File: config.mk
export PLATFORM = sky130hd
export DESIGN_NAME = crc_link_top
export DESIGN_NICKNAME = d
export VERILOG_FILES = /design/src/crc_link_pkg.sv /design/src/crc.sv /design/src/crc_framer.sv /design/src/crc_checker.sv /design/src/crc_link_top.sv
export SDC_FILE = /design/constraint.sdc
export NUM_CORES = 1
export LEC_CHECK = 0
export BUFFER_PORTS_ARGS = -buffer_cell sky130_fd_sc_hd__buf_4
export CAP_MARGIN = 30
export CORE_MARGIN = 5
export CORE_UTILIZATION = 60
export CTS_CLUSTER_DIAMETER = 200
export CTS_CLUSTER_SIZE = 28
export DETAILED_ROUTE_END_ITERATION = 12
export GPL_TIMING_DRIVEN = 0
export HOLD_SLACK_MARGIN = 0.02
export PLACE_DENSITY = 0.85
export RECOVER_POWER = 50
export SLEW_MARGIN = 20
export SYNTH_ARGS = -nofsm -noshare
export SYNTH_HDL_FRONTEND = slang
export SYNTH_SLANG_ARGS = --single-unit
File: constraint.sdc
create_clock -name clk_i -period 6.5 [get_ports clk_i]
set_input_delay 1.3 -clock clk_i [delete_from_list [all_inputs] [get_ports clk_i]]
set_output_delay 1.3 -clock clk_i [all_outputs]
set_load 0.1 [all_outputs]
File: src/crc_link_pkg.sv
/*
 The CRC must be exactly one link word wide, so CRC_WIDTH and DATA_WIDTH move together.
 Counters are plain wrapping vectors with no overflow flag.
*/
package crc_link_pkg;

    ////////////////////
    // Widths
    ////////////////////

    // One payload word, which is also the size of the appended CRC beat
    localparam int DATA_WIDTH = 16;

    // CRC-16-CCITT, sized so that the CRC fits in one beat
    localparam int CRC_WIDTH = 16;

    // Width of the good and bad frame counters
    localparam int COUNT_WIDTH = 16;

    // A valid frame on the wire has at least one payload word and the CRC word
    localparam int MIN_FRAME_BEATS = 2;

    ////////////////////
    // Types
    ////////////////////

    typedef logic [DATA_WIDTH-1:0] word_t;
    typedef logic [CRC_WIDTH-1:0] crc_t;
    typedef logic [COUNT_WIDTH-1:0] count_t;

    // Beat counter that only has to reach MIN_FRAME_BEATS before it saturates
    typedef logic [$clog2(MIN_FRAME_BEATS+1)-1:0] beat_cnt_t;

    // All ones start value, with no reflection and no final XOR
    localparam crc_t CRC_INIT = '1;

    // One beat on the link
    // Last marks the final payload word going into the framer
    // and the CRC word coming out of it
    typedef struct packed {
        logic  valid;
        logic  last;
        word_t data;
    } link_beat_t;

endpackage

File: src/crc.sv
/*
 Bit-serial MSB-first CRC over one DATA_WIDTH word per cycle, all-ones start value.
 Only CRC_WIDTH of 8, 16, 32 or 64 is supported; other widths stop elaboration.
*/
`timescale 1ns/1ps

module crc #(
    parameter int DATA_WIDTH = 16,
    parameter int CRC_WIDTH  = 16
) (
    input  logic                  clk_i,
    input  logic                  rstn_i,
    input  logic                  init_i,
    input  logic                  en_i,
    input  logic [DATA_WIDTH-1:0] data_i,
    output logic [ CRC_WIDTH-1:0] crc_o
);

    // Start point of this cycle's update
    // A word that comes with init_i is folded into a fresh all-ones value
    logic [CRC_WIDTH-1:0] crc_base;

    if ((CRC_WIDTH != 8) && (CRC_WIDTH != 16) && (CRC_WIDTH != 32) &&
        (CRC_WIDTH != 64)) begin : g_width_check
        $error("crc supports CRC_WIDTH of 8, 16, 32 or 64 only");
    end

    ////////////////////
    // Polynomial and update functions
    ////////////////////

    // Generator polynomial without its top term, picked by CRC_WIDTH
    function automatic logic [CRC_WIDTH-1:0] crc_poly();
        logic [63:0] poly;
        case (CRC_WIDTH)
            // CRC-8-CCITT, x^8 + x^2 + x + 1
            8:       poly = 64'h07;
            // CRC-16-CCITT, x^16 + x^12 + x^5 + 1
            16:      poly = 64'h1021;
            // CRC-32-MPEG-2
            32:      poly = 64'h04c1_1db7;
            // CRC-64-ISO, x^64 + x^4 + x^3 + x + 1
            64:      poly = 64'h1b;
            default: poly = '0;
        endcase
        return poly[CRC_WIDTH-1:0];
    endfunction

    // One shift of the LFSR
    // The incoming bit is XORed into the MSB before the feedback decision
    function automatic logic [CRC_WIDTH-1:0] crc_bit(
        input logic [CRC_WIDTH-1:0] crc,
        input logic                 data
    );
        logic                 feedback;
        logic [CRC_WIDTH-1:0] next;
        feedback = crc[CRC_WIDTH-1] ^ data;
        next     = crc << 1;
        if (feedback) begin
            next = next ^ crc_poly();
        end
        return next;
    endfunction

    // Whole word, most significant bit first
    function automatic logic [CRC_WIDTH-1:0] crc_word(
        input logic [CRC_WIDTH-1:0]  crc,
        input logic [DATA_WIDTH-1:0] data
    );
        logic [CRC_WIDTH-1:0] acc;
        acc = crc;
        for (int i = DATA_WIDTH - 1; i >= 0; i--) begin
            acc = crc_bit(acc, data[i]);
        end
        return acc;
    endfunction

    ////////////////////
    // CRC register
    ////////////////////

    always_comb begin
        crc_base = init_i ? '1 : crc_o;
    end

    // The register is the output, so a word enabled in one cycle
    // shows up in crc_o in the next
    always_ff @(posedge clk_i) begin
        if (!rstn_i) begin
            crc_o <= '1;
        end else if (en_i) begin
            crc_o <= crc_word(crc_base, data_i);
        end else if (init_i) begin
            crc_o <= '1;
        end
    end

endmodule

File: src/crc_framer.sv
/*
 No back-pressure. The sender must keep valid low for the cycle after each last word,
 because that cycle is the slot where the CRC beat goes out.
*/
`timescale 1ns/1ps

module crc_framer (
    input  logic                     clk_i,
    input  logic                     rstn_i,
    input  crc_link_pkg::link_beat_t beat_i,
    output crc_link_pkg::link_beat_t beat_o
);

    import crc_link_pkg::*;

    logic  in_frame_q;
    logic  frame_start;
    logic  crc_slot_q;
    logic  out_valid_q;
    logic  out_last_q;
    word_t out_data_q;
    crc_t  crc_value;

    if (CRC_WIDTH != DATA_WIDTH) begin : g_width_check
        $error("crc_framer needs the CRC to fit exactly one link word");
    end

    // First valid word outside a frame restarts the CRC
    assign frame_start = beat_i.valid && !in_frame_q;

    crc #(
        .DATA_WIDTH(DATA_WIDTH),
        .CRC_WIDTH (CRC_WIDTH)
    ) crc_inst (
        .clk_i (clk_i),
        .rstn_i(rstn_i),
        .init_i(frame_start),
        .en_i  (beat_i.valid),
        .data_i(beat_i.data),
        .crc_o (crc_value)
    );

    ////////////////////
    // Control
    ////////////////////

    always_ff @(posedge clk_i) begin
        if (!rstn_i) begin
            in_frame_q  <= 1'b0;
            crc_slot_q  <= 1'b0;
            out_valid_q <= 1'b0;
            out_last_q  <= 1'b0;
        end else begin
            crc_slot_q  <= beat_i.valid && beat_i.last;
            out_valid_q <= beat_i.valid || crc_slot_q;
            out_last_q  <= crc_slot_q;
            if (beat_i.valid) begin
                in_frame_q <= !beat_i.last;
            end
        end
    end

    // In the slot cycle crc_value already holds the last payload word
    always_ff @(posedge clk_i) begin
        out_data_q <= crc_slot_q ? crc_value : beat_i.data;
    end

    always_comb begin
        beat_o.valid = out_valid_q;
        beat_o.last  = out_last_q;
        beat_o.data  = out_data_q;
    end

    // A word arriving in the slot would collide with the CRC beat
    a_no_valid_in_crc_slot: assert property (@(posedge clk_i) disable iff (!rstn_i)
        beat_i.valid && beat_i.last |=> !beat_i.valid)
        else $error("crc_framer got a valid word in the CRC slot");

    a_last_has_valid: assert property (@(posedge clk_i) disable iff (!rstn_i)
        $rose(beat_o.last) |-> beat_o.valid)
        else $error("crc_framer raised last without valid");

endmodule

File: src/crc_checker.sv
/*
 Expects the CRC as the last beat of each frame; bad frames are only reported.
 Good and bad totals take the verdict at the end of the frame_done_o cycle and wrap.
*/
`timescale 1ns/1ps

module crc_checker (
    input  logic                     clk_i,
    input  logic                     rstn_i,
    input  crc_link_pkg::link_beat_t beat_i,
    output logic                     frame_done_o,
    output logic                     frame_ok_o,
    output crc_link_pkg::count_t     good_count_o,
    output crc_link_pkg::count_t     bad_count_o
);

    import crc_link_pkg::*;

    logic      in_frame_q;
    logic      frame_start;
    beat_cnt_t beat_cnt_q;
    logic      done_q;
    logic      residue_zero;
    logic      long_enough;
    count_t    good_q;
    count_t    bad_q;
    crc_t      residue;

    assign frame_start = beat_i.valid && !in_frame_q;

    // The received CRC word is run through the register like any payload word
    crc #(
        .DATA_WIDTH(DATA_WIDTH),
        .CRC_WIDTH (CRC_WIDTH)
    ) crc_inst (
        .clk_i (clk_i),
        .rstn_i(rstn_i),
        .init_i(frame_start),
        .en_i  (beat_i.valid),
        .data_i(beat_i.data),
        .crc_o (residue)
    );

    ////////////////////
    // Frame tracking
    ////////////////////

    // The beat count saturates, since only short frames matter here
    always_ff @(posedge clk_i) begin
        if (!rstn_i) begin
            in_frame_q <= 1'b0;
            beat_cnt_q <= '0;
            done_q     <= 1'b0;
        end else begin
            done_q <= beat_i.valid && beat_i.last;
            if (beat_i.valid) begin
                in_frame_q <= !beat_i.last;
                if (frame_start) begin
                    beat_cnt_q <= beat_cnt_t'(1);
                end else if (beat_cnt_q != beat_cnt_t'(MIN_FRAME_BEATS)) begin
                    beat_cnt_q <= beat_cnt_q + beat_cnt_t'(1);
                end
            end
        end
    end

    ////////////////////
    // Verdict
    ////////////////////

    // One cycle after the last beat the register holds the residue of the whole frame
    assign residue_zero = (residue == '0);
    assign long_enough  = (beat_cnt_q == beat_cnt_t'(MIN_FRAME_BEATS));

    assign frame_done_o = done_q;
    assign frame_ok_o   = done_q && residue_zero && long_enough;

    always_ff @(posedge clk_i) begin
        if (!rstn_i) begin
            good_q <= '0;
            bad_q  <= '0;
        end else if (done_q) begin
            if (residue_zero && long_enough) begin
                good_q <= good_q + count_t'(1);
            end else begin
                bad_q <= bad_q + count_t'(1);
            end
        end
    end

    assign good_count_o = good_q;
    assign bad_count_o  = bad_q;

    // Back-to-back verdicts mean two lasts in a row, so no frame had room for a CRC
    a_done_single_cycle: assert property (@(posedge clk_i) disable iff (!rstn_i)
        frame_done_o |=> !frame_done_o)
        else $error("crc_checker frame_done_o held for two cycles");

endmodule

File: src/crc_link_top.sv
/*
 The transmit output and receive input are separate ports, so any loopback
 or error injection lives outside this block.
*/
`timescale 1ns/1ps

module crc_link_top (
    input  logic                     clk_i,
    input  logic                     rstn_i,
    input  crc_link_pkg::link_beat_t tx_beat_i,
    output crc_link_pkg::link_beat_t tx_beat_o,
    input  crc_link_pkg::link_beat_t rx_beat_i,
    output logic                     frame_done_o,
    output logic                     frame_ok_o,
    output crc_link_pkg::count_t     good_count_o,
    output crc_link_pkg::count_t     bad_count_o
);

    ////////////////////
    // Transmit side
    ////////////////////

    // Payload goes out one cycle late, with the CRC beat one cycle after the last word
    crc_framer crc_framer_inst (
        .clk_i (clk_i),
        .rstn_i(rstn_i),
        .beat_i(tx_beat_i),
        .beat_o(tx_beat_o)
    );

    ////////////////////
    // Receive side
    ////////////////////

    // Verdict comes one cycle after the received CRC beat
    crc_checker crc_checker_inst (
        .clk_i       (clk_i),
        .rstn_i      (rstn_i),
        .beat_i      (rx_beat_i),
        .frame_done_o(frame_done_o),
        .frame_ok_o  (frame_ok_o),
        .good_count_o(good_count_o),
        .bad_count_o (bad_count_o)
    );

endmodule

### Word level (Yosys, flattened, before mapping)

Cells that the tools add are included.

| storage, ports and cells | value |
|---|---|
| output and inout bits | 52 |
| flip-flop bits (word level) | 88 |
| bits of input ports | 38 |
| word-level logic and storage cells | 198 |

| cells by class | value |
|---|---|
| bitwise gates (word level) | 65 |
| eq/ne operators | 2 |
| muxes and demuxes | 99 |
| $add $sub $neg | 3 |
| reduce and logical (&&, ||, !) cells | 17 |

Operators by type and width:

| kind | count |
|---|---|
| $mux 16 | 65 |
| $mux 13 | 32 |
| $not 3->3 | 32 |
| $add 16x1->16 const B | 2 |
| $xor 1x1->1 | 32 |
| $logic_not 16->1 | 1 |
| $logic_and 1x1->1 | 7 |
| $reduce_and 2->1 | 3 |
| $logic_not 1->1 | 4 |
| $mux 2 | 2 |
| $add 2x1->2 const B | 1 |
| $eq 2x2->1 const B | 1 |
| $ne 2x2->1 const B | 1 |
| $reduce_bool 2->1 | 1 |
| $logic_or 1x1->1 | 1 |
| $not 1->1 | 1 |

### Depth between registers and ports, before layout

| logic depth | value |
|---|---|
| depth in word-level cells | 66 |
| mapped depth | 10 |
| depth with buffers taken out | 9 |

### Modules after synthesis

Synthesis repeated with hierarchy kept, for this count alone.

| unflattened totals | value |
|---|---|
| cell total of the unflattened synthesis | 535 |
| area total of the unflattened synthesis | 5337.6 um^2 |

Modules (own cells, without submodules):

| module | sequential area each (um^2) | area an instance (um^2) | cells each | instances |
|---|---|---|---|---|
| crc | 320.3 | 1460.2 | 141 | 2 |
| crc_checker | 720.7 | 1719.1 | 207 | 1 |
| crc_framer | 400.4 | 698.2 | 46 | 1 |

### Least setup slack after synthesis

Ideal clock, no wire load.

| path | value |
|---|---|
| kind | reg2out |
| start | reg crc_checker_inst.done_q (netlist: crc_checker_inst.frame_done_o) |
| end | out frame_ok_o |
| cell stages (with the launch flop) | 4 |
| buffers on the path | 1 |
| arrival | 1.820 ns |
| data required time | 5.200 ns |
| path slack | 3.380 ns |
| cell sequence | dfxtp_1 -> inv_1 -> nor3_2 -> buf_2 |

| on the way | value |
|---|---|
| word-level cells in the longest chain between the ends | 2 |

Ends and longest elaborated chain:

| element | line | text |
|---|---|---|
| start: declaration | crc_checker.sv:22 | `logic done_q;` |
| start signal: assignment | crc_checker.sv:55 | `done_q <= beat_i.valid && beat_i.last;` |
| $logic_and 1x1->1 (2 in series) | crc_checker.sv:76 | `assign frame_ok_o = done_q && residue_zero && long_enough;` |
| end: declaration | crc_link_top.sv:14 | `output logic frame_ok_o,` |

No other way between the ends.

### Worst setup path in the final report

| path | value |
|---|---|
| start | reg crc_checker_inst.beat_cnt_q[0] |
| end | out frame_ok_o |

| on the way | value |
|---|---|
| word-level cells in the longest chain between the ends | 2 |

Ends and longest elaborated chain:

| element | line | text |
|---|---|---|
| start: declaration | crc_checker.sv:21 | `beat_cnt_t beat_cnt_q;` |
| start signal: assignment | crc_checker.sv:59 | `beat_cnt_q <= beat_cnt_t'(1);` |
| start signal: assignment | crc_checker.sv:61 | `beat_cnt_q <= beat_cnt_q + beat_cnt_t'(1);` |
| $eq 2x2->1 | crc_checker.sv:73 | `assign long_enough = (beat_cnt_q == beat_cnt_t'(MIN_FRAME_BEATS));` |
| $logic_and 1x1->1 | crc_checker.sv:76 |  |

No other way between the ends.

==> flow_summary.toml <==
[critical_path]
crit_buf_inv = 3
worstPathMaxFanout = 10
crit_path_top_delay_cell = "clkbuf_1"
critPathTopFamily = "buffers and inverters"
crit_arrival_ns = 2.46
criticalPathCategory = "reg2out"
cp-end-kind = "output pin"
cpPeakStageDelay_ns = 0.44
cp-start-kind = "register"
crit_path_cell_trace = "inv_1 -> ha_1 -> nor4b_1 -> nand2_1 -> nor3_1 -> clkbuf_1 -> buf_4"
cp.required_ns = 5.20

[placement]
dp_cells = 704
io_buffers = 87
place.gp.congestion = 0.884
postPlaceCellArea_mm2 = 0.00565
hpwl_um = 8580

[cts]
clk_pin_slew_worst_paths_ns = 0.08
clkSinkCount = 88
cts_tree = "yes"
htreeDepth = 3
postCtsSetupBuffers = 0
clock_path_buffers = 2
clockRootBuffer = "clkbuf_8"
clock_latency_ns = 0.34
cts-buffers-inserted = 9
cts_hold_buf = 0
ctsResizeCount = 0

[power]
peakVddDrop_mv = 0.243
p_leak_nw = 2.35
powerDensity_mw_per_mm2 = 424
finalPower_mw = 2.45

[die]
start_util_pct = 62.4
io_pins = 90
die_w_um = 100
die_h_um = 100
num_rows = 32
die_area_mm2 = 0.0100
core_area_mm2 = 0.00781

[timing]
fin_crit_ns = 3.76
setup_viol = 0
setup_tns_ns = 0
slew_headroom_pct = 21.1
fin_crit_sh_pct = 57.9
max_freq_mhz = 266
worst_pin_slew_ns = 1.19
fin_skew_ns = 0.0104
hold_viol = 0
rsz0062_at_grt = "no"
slew_viol_final = 0

[min_path]
min_path_type = "reg2reg"

[global_route]
antenna_found_initial = 0
grt_pass1_vias = 3937
grt_pass1_wl_um = 18500
grt_overflow = 0
grt_max_degree = 15
track_usage_pct = 22.6

[detailed_routing]
routedWlPerCell_um = 15.5
dr.pass1.iters = 5
drc = 0
drt_iter0_markers = 199
postRouteAntennaNets = 0
vias_per_cell = 5.39
routed_wl_um = 11200
vias = 3879

[cells_and_area]
final_cell_area_mm2 = 0.00577
final_cells = 719
diodes = 0
area_delta_synth_final_pct = 18.4
most-common-layout-cells = "xnor2_1, dfxtp_1, clkbuf_1, buf_4, nand2_1"
drive_gt1_share_pct = 18.6
final_nets = 654

[yosys]
syn_area_per_cell_um2 = 9.46
ys_seq_elements = 88
netlist_area_mm2 = 0.00487
yosys_most_used_dff = "dfxtp_1"
yosysSeqAreaShare_pct = 36.1
synthCells = 515
yosysUniqueCellTypes = 52
synth_edf_count = 0
synth_warnings = 0
synth-async-reset-ratio_pct = 0
syn_nets = 556

[flow_run]
maxCapViolCount = 0

[run_status]
status = "finished, final reports clean"
## power by group
part / switching (mW) / total, mW / internal [mW]
registers: 0.0856 / 0.716 / 0.630
clock network: 0.191 / 0.485 / 0.294
logic: 0.673 / 1.25 / 0.573
## synthesized netlist by cell type (8+ instances only)
library cell | instances | area (um2)
a21boi_1 | 8 | 60.1
and2_1 | 24 | 150
and3_1 | 10 | 62.6
clkbuf_1 | 16 | 60.1
dfxtp_1 | 88 | 1760
inv_1 | 12 | 45.0
mux2_2 | 16 | 180
mux2i_1 | 13 | 130
nand2_1 | 50 | 188
nor2_1 | 39 | 146
o21ai_0 | 15 | 75.1
or3_1 | 10 | 62.6
xnor2_1 | 88 | 771
xnor2_2 | 12 | 195
xor2_1 | 29 | 254
## worst min-delay path: cells and delay by family (launching register included)
kind,cells,cell delay (ns)
DFF,1,0.31
buffers and inverters,1,0.08
AOI/OAI and AO/OA,1,0.07
## metrics by stage
| step | utilization, % | hold slack (ns) | setup WS (ns) |
|---|---|---|---|
| floorplan | - | 0.454 | 3.38 |
| finish | 73.9 | 0.495 | 2.74 |
| global placement | 72.4 | 0.465 | 3.26 |
| detailed placement | 72.4 | 0.487 | 3.22 |
| CTS | 75.7 | 0.496 | 3.01 |
| global route | 73.9 | 0.519 | 2.51 |
## routing by layer
metal	routed length (um)	vias up	track usage, %
met1	4710	1820	27.8
met5	0	-	0
met4	244	0	9.43
li1	-	1896	-
met2	5480	139	38.6
met3	729	24	4.03
## cells by family (layout without fill, tap and decap cells)
logic type	Yosys count	in the layout	share of synthesized area (%)
AND/OR/NAND/NOR	170	170	17.7
XOR/XNOR	136	136	28.2
flip-flops	88	88	36.1
AO/OA/AOI/OAI	53	53	7.42
buffers and inverters	36	138	3.36
multiplexers	29	29	6.37
adder cells (fa/ha/maj)	3	3	0.770
## final cells by class
cell class / instances / area [um2]
Inverter: 12 / 45.0
Sequential cell: 88 / 1760
Fill cell: 596 / 2040
Clock inverter: 5 / 129
Timing Repair Buffer: 87 / 522
Multi-Input combinational cell: 391 / 2940
Clock buffer: 10 / 128
Tap cell: 102 / 128
Buffer: 24 / 116
## registers in the layout, summed over array words and instances, names as in the netlist
register	flops
crc_checker_inst.bad_count_o	16
crc_checker_inst.beat_cnt_q	2
crc_checker_inst.crc_inst.crc_o	16
crc_checker_inst.frame_done_o	1
crc_checker_inst.good_count_o	16
crc_checker_inst.in_frame_q	1
crc_framer_inst.crc_inst.crc_o	16
crc_framer_inst.crc_slot_q	1
crc_framer_inst.in_frame_q	1
crc_framer_inst.out_data_q	16
crc_framer_inst.out_last_q	1
crc_framer_inst.out_valid_q	1
## final timing paths
check,from,end,slack (ns),cells past startpoint
max,crc_checker_inst.beat_cnt_q[0],frame_ok_o,2.74,7
max reg2reg,crc_checker_inst.beat_cnt_q[0],crc_checker_inst.good_count_o[14],3.84,10
min reg2reg,crc_checker_inst.beat_cnt_q[0],crc_checker_inst.beat_cnt_q[0],0.50,2
min,crc_checker_inst.beat_cnt_q[0],crc_checker_inst.beat_cnt_q[0],0.50,2
Power figures use the tool's default switching activity.
